**src/iobus_consts.svh**
```systemverilog
`ifndef IOBUS_CONSTS_SVH
`define IOBUS_CONSTS_SVH

// ------------------------------------------------------------
// Port windows, base address and size as low address bits
// ------------------------------------------------------------
`define IO_BASE_HDD0        16'h01F0
`define IO_BITS_HDD0        3
`define IO_BASE_HDD1        16'h0170
`define IO_BITS_HDD1        3
`define IO_BASE_FLOPPY      16'h03F0
`define IO_BITS_FLOPPY      3
`define IO_BASE_HDD1_EXT    16'h0370
`define IO_BITS_HDD1_EXT    3
`define IO_BASE_DMA_SLAVE   16'h0000
`define IO_BITS_DMA_SLAVE   4
`define IO_BASE_DMA_PAGE    16'h0080
`define IO_BITS_DMA_PAGE    4
`define IO_BASE_DMA_MASTER  16'h00C0
`define IO_BITS_DMA_MASTER  5
`define IO_BASE_PIC_MASTER  16'h0020
`define IO_BITS_PIC_MASTER  1
`define IO_BASE_PIC_SLAVE   16'h00A0
`define IO_BITS_PIC_SLAVE   1
`define IO_BASE_PIT         16'h0040
`define IO_BITS_PIT         2
`define IO_BASE_PS2_IO      16'h0060
`define IO_BITS_PS2_IO      3
`define IO_BASE_PS2_CTL     16'h0090
`define IO_BITS_PS2_CTL     4
`define IO_BASE_RTC         16'h0070
`define IO_BITS_RTC         1
`define IO_BASE_SB          16'h0220
`define IO_BITS_SB          4
`define IO_BASE_FM          16'h0388
`define IO_BITS_FM          2
`define IO_BASE_UART        16'h03F8
`define IO_BITS_UART        3
`define IO_BASE_MPU         16'h0330
`define IO_BITS_MPU         1
`define IO_BASE_VGA_B       16'h03B0
`define IO_BITS_VGA_B       4
`define IO_BASE_VGA_C       16'h03C0
`define IO_BITS_VGA_C       4
`define IO_BASE_VGA_D       16'h03D0
`define IO_BITS_VGA_D       4
`define IO_BASE_JOY         16'h0201
`define IO_BITS_JOY         0

// ------------------------------------------------------------
// Bus behavior
// ------------------------------------------------------------
`define IO_UNMAPPED_BYTE    8'hFF
`define IO_DONE_LATENCY     3

`endif

```
**src/iobus_pkg.sv**
```systemverilog
`default_nettype none

package iobus_pkg;

	localparam int unsigned DEV_COUNT = 13;

	typedef logic [15:0] io_addr_t;
	typedef logic [31:0] io_data_t;
	typedef logic [7:0]  io_byte_t;

	// ------------------------------------------------------------
	// Devices in read priority order
	// ------------------------------------------------------------
	typedef enum logic [3:0] {
		DEV_HDD0     = 4'd0,
		DEV_HDD1     = 4'd1,
		DEV_FLOPPY   = 4'd2,
		DEV_HDD1_EXT = 4'd3,
		DEV_DMA      = 4'd4,
		DEV_PIC      = 4'd5,
		DEV_PIT      = 4'd6,
		DEV_PS2      = 4'd7,
		DEV_RTC      = 4'd8,
		DEV_SOUND    = 4'd9,
		DEV_UART     = 4'd10,
		DEV_VGA      = 4'd11,
		DEV_JOY      = 4'd12
	} dev_id_e;

	typedef logic [DEV_COUNT-1:0] dev_sel_t; // One bit per dev_id_e

	typedef struct packed {
		io_addr_t addr;
		logic     write;
		io_data_t wdata;
	} io_req_t;

	// Shared by all devices, qualified by the per-device strobes
	typedef struct packed {
		io_addr_t addr;
		io_data_t wdata;
	} dev_cmd_t;

	typedef io_data_t [DEV_COUNT-1:0] dev_rdata_t; // Indexed by dev_id_e

	typedef struct packed {
		io_data_t rdata;
	} io_rsp_t;

endpackage

`default_nettype wire

```
**src/io_addr_decoder.sv**
```systemverilog
`timescale 1ns/1ps
`default_nettype none

`include "iobus_consts.svh"

module io_addr_decoder
	import iobus_pkg::*;
(
	input  wire logic     clk_sys,
	input  wire logic     rst_n,

	input  wire logic     io_req_valid,
	input  wire io_req_t  io_req,

	output logic          s1_valid,
	output logic          s1_write,
	output dev_sel_t      s1_sel,
	output dev_cmd_t      s1_cmd
);

	dev_sel_t sel_d;

	// True when addr falls in the 2**bits ports starting at base
	function automatic logic win_hit(io_addr_t addr, io_addr_t base, int unsigned bits);
		return (addr >> bits) == (base >> bits);
	endfunction

	// ------------------------------------------------------------
	// Window compare, one select bit per device
	// ------------------------------------------------------------
	always_comb begin
		sel_d = '0;

		sel_d[DEV_HDD0]     = win_hit(io_req.addr, `IO_BASE_HDD0, `IO_BITS_HDD0);
		sel_d[DEV_HDD1]     = win_hit(io_req.addr, `IO_BASE_HDD1, `IO_BITS_HDD1);
		sel_d[DEV_FLOPPY]   = win_hit(io_req.addr, `IO_BASE_FLOPPY, `IO_BITS_FLOPPY);
		sel_d[DEV_HDD1_EXT] = win_hit(io_req.addr, `IO_BASE_HDD1_EXT, `IO_BITS_HDD1_EXT);

		sel_d[DEV_DMA]      = win_hit(io_req.addr, `IO_BASE_DMA_SLAVE, `IO_BITS_DMA_SLAVE)
		                    | win_hit(io_req.addr, `IO_BASE_DMA_PAGE, `IO_BITS_DMA_PAGE)
		                    | win_hit(io_req.addr, `IO_BASE_DMA_MASTER, `IO_BITS_DMA_MASTER);

		sel_d[DEV_PIC]      = win_hit(io_req.addr, `IO_BASE_PIC_MASTER, `IO_BITS_PIC_MASTER)
		                    | win_hit(io_req.addr, `IO_BASE_PIC_SLAVE, `IO_BITS_PIC_SLAVE);

		sel_d[DEV_PIT]      = win_hit(io_req.addr, `IO_BASE_PIT, `IO_BITS_PIT);

		// Keyboard data and status at 60h, system control port A at 92h
		sel_d[DEV_PS2]      = win_hit(io_req.addr, `IO_BASE_PS2_IO, `IO_BITS_PS2_IO)
		                    | win_hit(io_req.addr, `IO_BASE_PS2_CTL, `IO_BITS_PS2_CTL);

		sel_d[DEV_RTC]      = win_hit(io_req.addr, `IO_BASE_RTC, `IO_BITS_RTC);

		sel_d[DEV_SOUND]    = win_hit(io_req.addr, `IO_BASE_SB, `IO_BITS_SB)
		                    | win_hit(io_req.addr, `IO_BASE_FM, `IO_BITS_FM);

		sel_d[DEV_UART]     = win_hit(io_req.addr, `IO_BASE_UART, `IO_BITS_UART)
		                    | win_hit(io_req.addr, `IO_BASE_MPU, `IO_BITS_MPU);

		sel_d[DEV_VGA]      = win_hit(io_req.addr, `IO_BASE_VGA_B, `IO_BITS_VGA_B)
		                    | win_hit(io_req.addr, `IO_BASE_VGA_C, `IO_BITS_VGA_C)
		                    | win_hit(io_req.addr, `IO_BASE_VGA_D, `IO_BITS_VGA_D);

		sel_d[DEV_JOY]      = win_hit(io_req.addr, `IO_BASE_JOY, `IO_BITS_JOY); // Single port
	end

	// ------------------------------------------------------------
	// Stage 1 register
	// ------------------------------------------------------------
	always_ff @(posedge clk_sys or negedge rst_n) begin
		if (!rst_n) begin
			s1_valid <= 1'b0;
		end else begin
			s1_valid <= io_req_valid;
		end
	end

	always_ff @(posedge clk_sys) begin
		s1_write     <= io_req.write;
		s1_sel       <= sel_d; // All zero for an unmapped port
		s1_cmd.addr  <= io_req.addr;
		s1_cmd.wdata <= io_req.wdata;
	end

endmodule

`default_nettype wire

```
**src/io_dev_strobe.sv**
```systemverilog
`timescale 1ns/1ps
`default_nettype none

module io_dev_strobe
	import iobus_pkg::*;
(
	input  wire logic     clk_sys,
	input  wire logic     rst_n,

	input  wire logic     s1_valid,
	input  wire logic     s1_write,
	input  wire dev_sel_t s1_sel,
	input  wire dev_cmd_t s1_cmd,

	output dev_sel_t      dev_rd,
	output dev_sel_t      dev_wr,
	output dev_cmd_t      dev_cmd,

	output logic          s2_valid,
	output logic          s2_write,
	output dev_sel_t      s2_sel
);

	// ------------------------------------------------------------
	// Per-device strobes
	// ------------------------------------------------------------
	always_ff @(posedge clk_sys or negedge rst_n) begin
		if (!rst_n) begin
			dev_rd   <= '0;
			dev_wr   <= '0;
			s2_valid <= 1'b0;
		end else begin
			dev_rd   <= (s1_valid && !s1_write) ? s1_sel : '0;
			dev_wr   <= (s1_valid && s1_write) ? s1_sel : '0;
			s2_valid <= s1_valid; // Unmapped accesses still need a done
		end
	end

	// Command stays put between accesses so idle devices see no toggling
	always_ff @(posedge clk_sys) begin
		if (s1_valid) begin
			dev_cmd <= s1_cmd;
		end
	end

	always_ff @(posedge clk_sys) begin
		s2_write <= s1_write;
		s2_sel   <= s1_sel;
	end

endmodule

`default_nettype wire

```
**src/io_port_hub.sv**
```systemverilog
`timescale 1ns/1ps
`default_nettype none

module io_port_hub
	import iobus_pkg::*;
(
	input  wire logic       clk_sys,
	input  wire logic       rst_n,

	input  wire logic       io_req_valid,
	input  wire io_req_t    io_req,
	output logic            io_done,
	output io_rsp_t         io_rsp,

	output dev_sel_t        dev_rd,
	output dev_sel_t        dev_wr,
	output dev_cmd_t        dev_cmd,
	input  wire dev_rdata_t dev_rdata
);

	logic     s1_valid;
	logic     s1_write;
	dev_sel_t s1_sel;
	dev_cmd_t s1_cmd;

	logic     s2_valid;
	logic     s2_write;
	dev_sel_t s2_sel;

	// ------------------------------------------------------------
	// Decode, strobe, return
	// ------------------------------------------------------------
	io_addr_decoder u_addr_decoder (
		.clk_sys      (clk_sys),
		.rst_n        (rst_n),
		.io_req_valid (io_req_valid),
		.io_req       (io_req),
		.s1_valid     (s1_valid),
		.s1_write     (s1_write),
		.s1_sel       (s1_sel),
		.s1_cmd       (s1_cmd)
	);

	io_dev_strobe u_dev_strobe (
		.clk_sys  (clk_sys),
		.rst_n    (rst_n),
		.s1_valid (s1_valid),
		.s1_write (s1_write),
		.s1_sel   (s1_sel),
		.s1_cmd   (s1_cmd),
		.dev_rd   (dev_rd),
		.dev_wr   (dev_wr),
		.dev_cmd  (dev_cmd),
		.s2_valid (s2_valid),
		.s2_write (s2_write),
		.s2_sel   (s2_sel)
	);

	io_read_router u_read_router (
		.clk_sys   (clk_sys),
		.rst_n     (rst_n),
		.s2_valid  (s2_valid),
		.s2_write  (s2_write),
		.s2_sel    (s2_sel),
		.dev_rdata (dev_rdata),
		.io_done   (io_done),
		.io_rsp    (io_rsp)
	);

endmodule

`default_nettype wire

```
**src/io_read_router.sv**
```systemverilog
`timescale 1ns/1ps
`default_nettype none

`include "iobus_consts.svh"

module io_read_router
	import iobus_pkg::*;
(
	input  wire logic       clk_sys,
	input  wire logic       rst_n,

	input  wire logic       s2_valid,
	input  wire logic       s2_write,
	input  wire dev_sel_t   s2_sel,

	input  wire dev_rdata_t dev_rdata,

	output logic            io_done,
	output io_rsp_t         io_rsp
);

	io_data_t rdata_d;

	// Only the IDE data ports are 32 bits wide
	function automatic logic is_wide(dev_id_e id);
		return (id == DEV_HDD0) || (id == DEV_HDD1);
	endfunction

	// ------------------------------------------------------------
	// Read data select
	// ------------------------------------------------------------
	always_comb begin
		rdata_d = {24'd0, `IO_UNMAPPED_BYTE};

		// Walk from lowest priority up so the lowest dev_id_e wins
		for (int i = DEV_COUNT - 1; i >= 0; i--) begin
			if (s2_sel[i]) begin
				if (is_wide(dev_id_e'(i))) begin
					rdata_d = dev_rdata[i];
				end else begin
					rdata_d = {24'd0, io_byte_t'(dev_rdata[i][7:0])};
				end
			end
		end
	end

	// ------------------------------------------------------------
	// Response register
	// ------------------------------------------------------------
	always_ff @(posedge clk_sys or negedge rst_n) begin
		if (!rst_n) begin
			io_done <= 1'b0;
		end else begin
			io_done <= s2_valid;
		end
	end

	always_ff @(posedge clk_sys) begin
		io_rsp.rdata <= s2_write ? '0 : rdata_d; // Writes answer with zero
	end

endmodule

`default_nettype wire

```
**config.mk**
```make
export PLATFORM = sky130hd
export DESIGN_NAME = io_port_hub
export DESIGN_NICKNAME = d
export VERILOG_FILES = /design/src/iobus_pkg.sv /design/src/io_addr_decoder.sv /design/src/io_dev_strobe.sv /design/src/io_port_hub.sv /design/src/io_read_router.sv
export VERILOG_INCLUDE_DIRS = /design/src
export SDC_FILE = /design/constraint.sdc
export NUM_CORES = 1
export LEC_CHECK = 0
export ABC_CLOCK_PERIOD_IN_PS = 1970
export CORE_AREA = 2 2 222 224
export DETAILED_ROUTE_END_ITERATION = 8
export DIE_AREA = 0 0 224 226
export DONT_BUFFER_PORTS = 1
export HOLD_SLACK_MARGIN = 0.12
export PLACE_DENSITY_LB_ADDON = 0.15
export SYNTH_ARGS = -nofsm -noshare
export SYNTH_HDL_FRONTEND = slang
export SYNTH_SLANG_ARGS = --single-unit
```
**constraint.sdc**
```tcl
create_clock -name clk_sys -period 1.97 [get_ports clk_sys]
set_input_delay 0.2955 -clock clk_sys [delete_from_list [all_inputs] [get_ports clk_sys]]
set_output_delay 0.2955 -clock clk_sys [all_outputs]
set_load 0.005 [all_outputs]
```
# ---- Word-level counts from Yosys, hierarchy flattened
# Index checks and enable logic that the tools add are counted.
# Widths: inputs -> output; s select.
dict set report classes {
  addsub 0
  mul 0
  div 0
  magnitude_cmp 0
  eq_ne 20
  shifts 0
  muxes 15
  bitwise_logic 8
  n_reduce_logical 4
}
# op count
set ops {}
lappend ops {{$mux 32} 12}
lappend ops {{$eq 12x6->1 const B} 4}
lappend ops {{$eq 13x7->1 const B} 3}
lappend ops {{$eq 13x6->1 const B} 2}
lappend ops {{$mux 13} 2}
lappend ops {{$eq 12x4->1 const B} 2}
lappend ops {{$eq 16x10->1 const B} 1}
lappend ops {{$logic_not 16->1} 1}
lappend ops {{$eq 15x5->1 const B} 1}
lappend ops {{$eq 15x6->1 const B} 1}
lappend ops {{$eq 15x7->1 const B} 1}
lappend ops {{$eq 15x9->1 const B} 1}
lappend ops {{$eq 14x5->1 const B} 1}
lappend ops {{$eq 14x8->1 const B} 1}
lappend ops {{$eq 13x4->1 const B} 1}
lappend ops {{$eq 11x3->1 const B} 1}
lappend ops {{$mux 8} 1}
lappend ops {{$or 1x1->1} 8}
lappend ops {{$logic_and 1x1->1} 2}
lappend ops {{$logic_not 1->1} 1}
dict set report word_totals {
  register_bits 185
  latch_bits 0
  ramBits 0
  rom_bits 0
  word_cells 61
  memories 0
}

# ---- Longest topological paths before layout
# Gate-level depths: netlist (run 1).
dict set report depth {
  depth_word 13
  mapped_depth 6
  mapped_depth_nobuf 4
}

# ---- By module
# From an unflattened synthesis (run 1), not the netlist that was laid out.
dict set report hier_totals {
  cells_unflattened 491
  hier_area_um2 6214.7
}
# module instances cells_each area_per_inst_um2 seq_area_each_um2
set by_module_without_submodules {}
lappend by_module_without_submodules {io_dev_strobe 1 119 2638.8 2397.3}
lappend by_module_without_submodules {io_read_router 1 259 2006.9 665.6}
lappend by_module_without_submodules {io_addr_decoder 1 113 1569.0 1266.2}

# ---- Worst setup path after synthesis (run 1)
# No wires, ideal clock.
dict set report synth_timing {
  path_kind {register -> register}
  startpoint {register u_addr_decoder.s1_valid}
  endpoint {register u_dev_strobe.dev_rd[10]}
  setup_ps 66
  arrival_time_ps 1964
  path_slack_ps -60
  path_stages_with_launch 4
  path_buffers 1
  period_less_slack_ps 2030
  cell_sequence {dfrtp_1 -> nor2b_1 -> clkbuf_1 -> and2_1}
}
dict set report synth_via {
  elab_chain_len 2
}
# element line
set synth_lines {}
lappend synth_lines {{start: declaration} io_addr_decoder.sv:15} ;# output logic s1_valid,
lappend synth_lines {{start signal: assignment} io_addr_decoder.sv:74} ;# s1_valid <= io_req_valid;
lappend synth_lines {{$logic_and 1x1->1} io_dev_strobe.sv:33} ;# dev_rd <= (s1_valid && !s1_write) ? s1_sel : '0;
lappend synth_lines {{$mux 13} io_dev_strobe.sv:33}
lappend synth_lines {{end signal: assignment} io_dev_strobe.sv:33}
lappend synth_lines {{end: declaration} io_dev_strobe.sv:15} ;# output dev_sel_t dev_rd,
# No other way between the ends.
# A chain may end at the register's enable or synchronous reset.

# ---- Worst setup path in the final report (run 1)
dict set report layout_timing {
  startpoint {register u_dev_strobe.s2_sel[0]}
  endpoint {register u_read_router.io_rsp[31] (netlist name)}
}
dict set report layout_via {
  elab_chain_len 1
}
# element line
set layout_lines {}
lappend layout_lines {{start: declaration} io_dev_strobe.sv:21} ;# output dev_sel_t s2_sel
lappend layout_lines {{start signal: assignment} io_dev_strobe.sv:48} ;# s2_sel <= s1_sel;
lappend layout_lines {{$mux 32} io_read_router.sv:37} ;# if (s2_sel[i]) begin
# No other way between the ends.

==> results of run 1 <==
[kinds of logic after synthesis]
kind of cell	count (synthesis)	share of synthesized area
simple gates	159	0.134
mux	1	0.00164
buf+inv	42	0.0332
compound gates	98	0.123
flops	185	0.709
[through the flow]
stage | hold slack, ns | setup WS (ns) | area [um^2] | std cells
CTS | 0.125 | 0.0437 | 8550 | 1229
global route | 0.133 | 0.0296 | 8560 | 1231
detailed placement | 0.00144 | 0.258 | 6800 | 1085
floorplan | -0.0000911 | 0.404 | 6110 | 485
finish | 0.143 | 0.137 | 8570 | 1232
global placement | 0.00194 | 0.233 | 6800 | 1085
[cells in the mapped netlist, types with 2 or more instances]
| cell type | number | area, um^2 |
|---|---|---|
| o221ai_1 | 8 | 70.1 |
| nand2_1 | 29 | 109 |
| nor4b_1 | 2 | 17.5 |
| o22ai_1 | 7 | 43.8 |
| nor2_1 | 53 | 199 |
| dfxtp_1 | 108 | 2160 |
| inv_1 | 10 | 37.5 |
| a32oi_1 | 8 | 70.1 |
| a221oi_1 | 15 | 131 |
| nand4_1 | 2 | 12.5 |
| nand2b_1 | 2 | 12.5 |
| nand4b_1 | 2 | 17.5 |
| nor3b_1 | 3 | 22.5 |
| buf_2 | 11 | 55.1 |
| nor3_1 | 5 | 25.0 |
| and3_1 | 15 | 93.8 |
| a21o_2 | 7 | 61.3 |
| buf_6 | 4 | 45.0 |
| o21ai_0 | 9 | 45.0 |
| a211oi_1 | 7 | 52.6 |
| edfxtp_1 | 48 | 1440 |
| and2_1 | 20 | 125 |
| dfrtp_1 | 29 | 726 |
| a22oi_1 | 31 | 233 |
| a31oi_1 | 2 | 12.5 |
| nor4_1 | 2 | 12.5 |
| nand3_1 | 3 | 15.0 |
| nor2b_1 | 13 | 81.3 |
| clkbuf_1 | 15 | 56.3 |
[power by group]
group / internal (W) / switching, W / leakage, nW
Sequential: 0.00406 / 0.0000761 / 1.76
Clock: 0.00173 / 0.00180 / 0.287
Combinational: 0.000155 / 0.000141 / 1.05
Total: 0.00595 / 0.00202 / 3.09
[sequential cells by signal, summed over array words and instances (netlist names)]
name / count
u_addr_decoder.s1_cmd: 48
u_addr_decoder.s1_sel: 13
u_addr_decoder.s1_valid: 1
u_addr_decoder.s1_write: 1
u_dev_strobe.dev_cmd: 48
u_dev_strobe.dev_rd: 13
u_dev_strobe.dev_wr: 13
u_dev_strobe.s2_sel: 13
u_dev_strobe.s2_valid: 1
u_dev_strobe.s2_write: 1
u_read_router.io_done: 1
u_read_router.io_rsp: 32
[worst max-delay path by stage]
stage                                      start                                  end  slack [ns]  cells after the start
2_1_floorplan  u_addr_decoder.s1_valid$_DFF_PN0_    u_dev_strobe.dev_rd[10]$_DFF_PN0_        0.40                      3
3_3_place_gp      u_dev_strobe.s2_sel[2]$_DFF_P_   u_read_router.io_rsp[5]$_SDFF_PP0_        0.23                      4
3_5_place_dp       u_dev_strobe.s2_write$_DFF_P_   u_read_router.io_rsp[5]$_SDFF_PP0_        0.26                      4
4_1_cts           u_dev_strobe.s2_sel[0]$_DFF_P_  u_read_router.io_rsp[24]$_SDFF_PP0_        0.04                      6
5_1_grt           u_dev_strobe.s2_sel[0]$_DFF_P_  u_read_router.io_rsp[21]$_SDFF_PP0_        0.03                      6
6_report          u_dev_strobe.s2_sel[0]$_DFF_P_  u_read_router.io_rsp[31]$_SDFF_PP0_        0.14                      6
[final cells by class]
class,instances,share of cell area
multi-input cells,258,0.184
well taps,622,0.0908
diodes,2,0.000584
clock buffers,17,0.0497
repair buffers,123,0.142
clock inverters,15,0.0222
flip-flops and latches,185,0.505
inverters,10,0.00438
[placed cells by master, fill, tap and decap left out, types with 2 or more instances in the layout]
master / count
nand3_1: 3
dfxtp_1: 108
and3_1: 15
nor2b_1: 12
dlygate4sd3_1: 112
nand4_1: 2
nor3b_1: 3
nand2_1: 29
o221ai_1: 8
o22ai_1: 7
a22oi_1: 31
buf_4: 9
nand4b_1: 2
inv_1: 10
a31oi_1: 2
nor3_1: 5
dfrtp_1: 28
and2_1: 20
clkinvlp_4: 3
nand2b_1: 2
diode_2: 2
o21ai_0: 9
nor4b_1: 2
a211oi_1: 7
inv_8: 4
a221oi_1: 15
nor4_1: 2
a32oi_1: 8
clkbuf_16: 17
edfxtp_1: 48
a21o_2: 7
clkinv_8: 6
nor2_1: 53
[critical path: stages, from the launching register on]
cell and delay [ns]:
dfxtp_1 0.34, buf_4 0.28, nor2b_2 0.10, buf_6 0.18
a22oi_1 0.18, dlygate4sd3_1 0.58, nor2_1 0.04
[routing by layer]
metal | vias up | routed length [um] | part of all wire | GRT usage
met5 | - | 0 | 0 | 0
met4 | 0 | 506 | 0.023 | 0.0372
met3 | 27 | 2940 | 0.13 | 0.0563
met2 | 256 | 9890 | 0.45 | 0.128
met1 | 2070 | 8510 | 0.39 | 0.0914
li1 | 1970 | - | - | -
[timing repair]
item,CTS,global route
hold buffers,112,1
resized for setup,0,2
hold endpoints to repair,123,1
endpoints found under the setup margin,0,20
==> impl_results.md, run 1 <==
- Max Root-Sink Buffers: 2
- Via count: approximately 4300
- Area of the mapped netlist: 6110 um^2
- Peak supply drop: 0.641 mV
- Area Overhead vs Synth: 40.2%
- Final Max Tran Viols: 0
- Synth Instances: ~490
- Crit start category: flop
- R2R cell count: 6
- I/O pins: approximately 580
- Run status: finished clean
- Routed Antenna Nets: 0
- Max-Cap Viols: 0
- Hold Path End: u_read_router.io_rsp[14]$_SDFF_PP0_
- Clock sinks: about 190
- Core area: 48300 um^2
- DRT iter0 DRCs: around 250
- Post-CTS setup buffer count: 0
- Sequential cell area: between 4000 and 5000 um^2
- Clk Latency, worst-skew pair: around 0.46 ns
- Setup Viol. Count Final: 0
- Final min period: roughly 1.8 ns
- Worst EP required: between 2 and 2.5 ns
- H-tree levels: 4
- Initial core utilization: 0.126
- Cts bufs inserted: 17
- Cell Pwr Density: approximately 930 nW/um^2
- CTS root buf: clkbuf_16
- Die Area: between 50000 and 60000 um^2
- Core Util, Final: 0.177
- WP data arrival: roughly 2.2 ns
- Die width: between 200 and 250 um
- Avg Inst Size Synth: around 13 um^2
- Critical R2R Capture: u_read_router.io_rsp[31]$_SDFF_PP0_
- Worst Hold Depth: 2
- # fillers: around 5300
- Die Y: approximately 230 um
- Antenna violations before repair: 4
- Post-synthesis sequential area ratio: 0.709
- # rows: a little over 80
- Detailed-route wire length: around 22000 um
- Fin crit share: 0.930
- Detailed placement HPWL: 16100 um
- Critical path class: reg2reg
- Post-layout power: around 0.008 W
- Final hold violation count: 0
- GP Congestion: roughly 0.81
- Reg2reg start: u_dev_strobe.s2_sel[0]$_DFF_P_
- Nets: approximately 1100
- Synth warn: 0
- DRC errors left: 0
- FFs w/ async S/R, synth: 0.157
- Final setup TNS: 0 ns
- CTS tree: done
- R2R Setup Slk: between 0.1 and 0.15 ns
- Slew margin rel.: 0.591
- Distinct cells, synth: 44
- Clock slew at reported path FFs: 0.09 ns
- Layout cells sized above 1: 0.0921
- Register bit count reported by yosys: ~190
- TritonRoute pass-1 iters: 4
- Multi-input gate area: around 1600 um^2
- Port bufs: 0
- Post-Route Skew: about 0.018 ns
- F_max: 0.546 GHz
- Hold path start: dev_rdata[14]
- First-pass GRT wire length: ~30000 um
- LEAKAGE: around 3.1 nW
- Unrepaired setup endpoints after global routing: no
- Post-Syn Nets: ~950
- Worst-margin pin slew: slightly above 0.6 ns
- Gr usage total: 0.0844
- HP Class: in2reg
- Routed len/inst: around 18 um
- CP Capture Type: flop
- Number of enable flip-flop cells after synthesis: 48
- Vias in the first global route: between 4000 and 5000
- Most used DFF post-synth: dfxtp_1
- Routed vias/inst: ~3.5
- Pin count of the biggest net entering global routing: 44
- Worst-path fanout max: 26
- GRT overflow: 0
No activity file was read; power rests on OpenSTA's default activity.
==> run 2, diff against run 1 <==
CELL_PAD_IN_SITES_DETAIL_PLACEMENT = 1   (was default)
CELL_PAD_IN_SITES_GLOBAL_PLACEMENT = 2   (was default)
CORE_AREA = 2 2 226 228   (was 2 2 222 224)
DIE_AREA = 0 0 228 230   (was 0 0 224 226)
==> run 2 against run 1 <==
Combinational power increased by 13%. Sequential share of layout area fell by 0.75 points. Clock skew down 0.0060 ns. Clock-buffer cell count is 1 higher. Critical endpoint is now u_read_router.io_rsp[18]$_SDFF_PP0_. Largest cell class unchanged. Highest routed layer is now met5.
==> impl_results.md, run 2 (synthesis results as in run 1) <==
- Run status: finished clean
- Routed Antenna Nets: 0
- Switching power: 0.00194 W
- Initial core utilization: 0.123
- Die Area: around 52000 um^2
- Area Overhead vs Synth: 42.3%
- Worst EP required: 2.38 ns
- Max Root-Sink Buffers: 2
- Die width: roughly 230 um
- Post-CTS setup buffer count: 0
- Critical R2R Capture: u_read_router.io_rsp[18]$_SDFF_PP0_
- Post-Route Skew: 0.0123 ns
- Critical path class: reg2reg
- Hold Path End: u_read_router.io_rsp[5]$_SDFF_PP0_
- Final Max Tran Viols: 0
- # rows: between 80 and 90
- Routed vias/inst: roughly 3.4
- Final min period: between 1.5 and 2 ns
- Slew margin rel.: 0.557
- Clock sinks: around 190
- GP Congestion: 0.741
- Internal: just under 0.006 W
- Commonest cells after routing, fill and taps aside: 115 x dlygate4sd3_1, 108 x dfxtp_1, 53 x nor2_1
- Hold path start: dev_rdata[37]
- Largest registers: u_addr_decoder.s1_cmd: 48 flops, u_dev_strobe.dev_cmd: 48 flops, u_read_router.io_rsp: 32 flops
- Sw Ratio: 0.247
- Cts bufs inserted: 17
- DRT iter0 DRCs: around 200
- Detailed-route wire length: ~25000 um
- Final hold violation count: 0
- Vias in the first global route: between 5000 and 6000
- Via count: between 4000 and 5000
- GRT overflow: 0
- F_max: 0.536 GHz
- First-pass GRT wire length: 35600 um
- Core area: between 40000 and 50000 um^2
- H-tree levels: 4
- Cell Pwr Density: about 900 nW/um^2
- Cells after DPL: about 1100
- Layout cells sized above 1: 0.103
- I/O pins: 575
- Worst-margin pin slew: about 0.66 ns
- Worst Hold Depth: 4
- Fin crit share: 0.947
- Die Y: between 200 and 250 um
- Reg2reg start: u_dev_strobe.s2_sel[1]$_DFF_P_
- TritonRoute pass-1 iters: 4
- Clk Latency, worst-skew pair: 0.48 ns
- CTS root buf: clkbuf_16
- Clock network power share: 0.431
- R2R Setup Slk: 0.10 ns
- Gr usage total: 0.0957
- Port bufs: 0
- Most common cell after layout, fill and taps aside: dlygate4sd3_1
- DRC errors left: 0
- R2R cell count: 6
- Final setup TNS: 0 ns
- Final Non-Filler Cells: between 1000 and 1500
- Routed len/inst: around 19 um
- HP Class: in2reg
- Pin count of the biggest net entering global routing: 31
- WP data arrival: between 2 and 2.5 ns
- Max-Cap Viols: 0
- Setup Viol. Count Final: 0
- CP Capture Type: flop
- Worst-path fanout max: 17
- Crit start category: flop
- Nets: about 1100
- Detailed placement HPWL: 18000 um
- Peak supply drop: approximately 0.64 mV
- Reg power frac: 0.527
- CTS tree: done
- Antenna violations before repair: 5
- LEAKAGE: 3.20 nW
- Clock slew at reported path FFs: about 0.080 ns
- Combinational power share: 0.043
[run 2: changes by cell type in the layout (fill, tap and decap cells not counted), moves of 2 or more]
cell and change:
dlygate4sd3_1 +3, buf_6 +2, inv_6 +3, clkinv_8 -5, buf_4 +5
[run 2: critical path, cell delays in order (launching register included)]
cell and delay, ns:
dfxtp_1 0.43, buf_6 0.21, nor2b_4 0.21, buf_6 0.18, a22oi_1 0.09, dlygate4sd3_1 0.59, nor2_1 0.08
[run 2: power by group through the flow]
stage | Combinational [W] | Clock, W | Sequential [W]
3_3_place_gp | 0.000114 | 0 | 0.00424
5_1_grt | 0.000367 | 0.00370 | 0.00416
6_report | 0.000335 | 0.00339 | 0.00414
2_1_floorplan | 0.0000671 | 0 | 0.00420
4_1_cts | 0.000339 | 0.00360 | 0.00415
3_5_place_dp | 0.000116 | 0 | 0.00423
[run 2: metrics by stage]
stage | setup WS, ns | hold slack, ns | area, um^2 | total power, W | utilization
5_1_grt | -0.00725 | 0.178 | 8690 | 0.00823 | 0.174
6_report | 0.104 | 0.182 | 8700 | 0.00786 | 0.174
4_1_cts | 0.0213 | 0.142 | 8670 | 0.00809 | 0.174
2_1_floorplan | 0.404 | -0.0000911 | 6110 | 0.00427 | -
3_5_place_dp | 0.141 | 0.00371 | 6930 | 0.00434 | 0.139
3_3_place_gp | 0.207 | 0.00428 | 6930 | 0.00435 | 0.139
[run 2: how the worst max path moves through the flow]
| stage | from | endpoint | slack, ns | depth (start not counted) |
|---|---|---|---|---|
| after CTS | u_dev_strobe.s2_sel[1]$_DFF_P_ | u_read_router.io_rsp[18]$_SDFF_PP0_ | 0.02 | 6 |
| after floorplan | u_addr_decoder.s1_valid$_DFF_PN0_ | u_dev_strobe.dev_rd[10]$_DFF_PN0_ | 0.40 | 3 |
| after global placement | u_dev_strobe.s2_sel[7]$_DFF_P_ | u_read_router.io_rsp[6]$_SDFF_PP0_ | 0.21 | 4 |
| final | u_dev_strobe.s2_sel[1]$_DFF_P_ | u_read_router.io_rsp[18]$_SDFF_PP0_ | 0.10 | 6 |
| after detailed placement | u_dev_strobe.s2_sel[7]$_DFF_P_ | u_read_router.io_rsp[7]$_SDFF_PP0_ | 0.14 | 4 |
| after global routing | u_dev_strobe.s2_sel[1]$_DFF_P_ | u_read_router.io_rsp[18]$_SDFF_PP0_ | -0.007 | 6 |
[run 2: layer usage]
layer / GRT usage / vias up / wire, um
met2: 0.151 / 215 / 11600
met4: 0.0351 / 2 / 401
met1: 0.109 / 2157 / 10300
met3: 0.0527 / 24 / 2580
met5: 0 / - / 14
li1: - / 1994 / -
[run 2: layout make-up]
cell class | count | area, um^2
Antenna cell | 2 | 5.00
Sequential cell | 185 | 4330
Clock buffer | 18 | 429
Clock inverter | 14 | 133
Fill cell | 5715 | 41200
Tap cell | 672 | 841
Inverter | 10 | 37.5
Timing Repair Buffer | 135 | 1340
Multi-Input combinational cell | 258 | 1590
[run 2: repair_timing]
item                                    CTS  global route
endpoints found under the setup margin    0             4
hold endpoints to repair                124             0
gates resized for setup                   0             5
hold buffers                            116             0
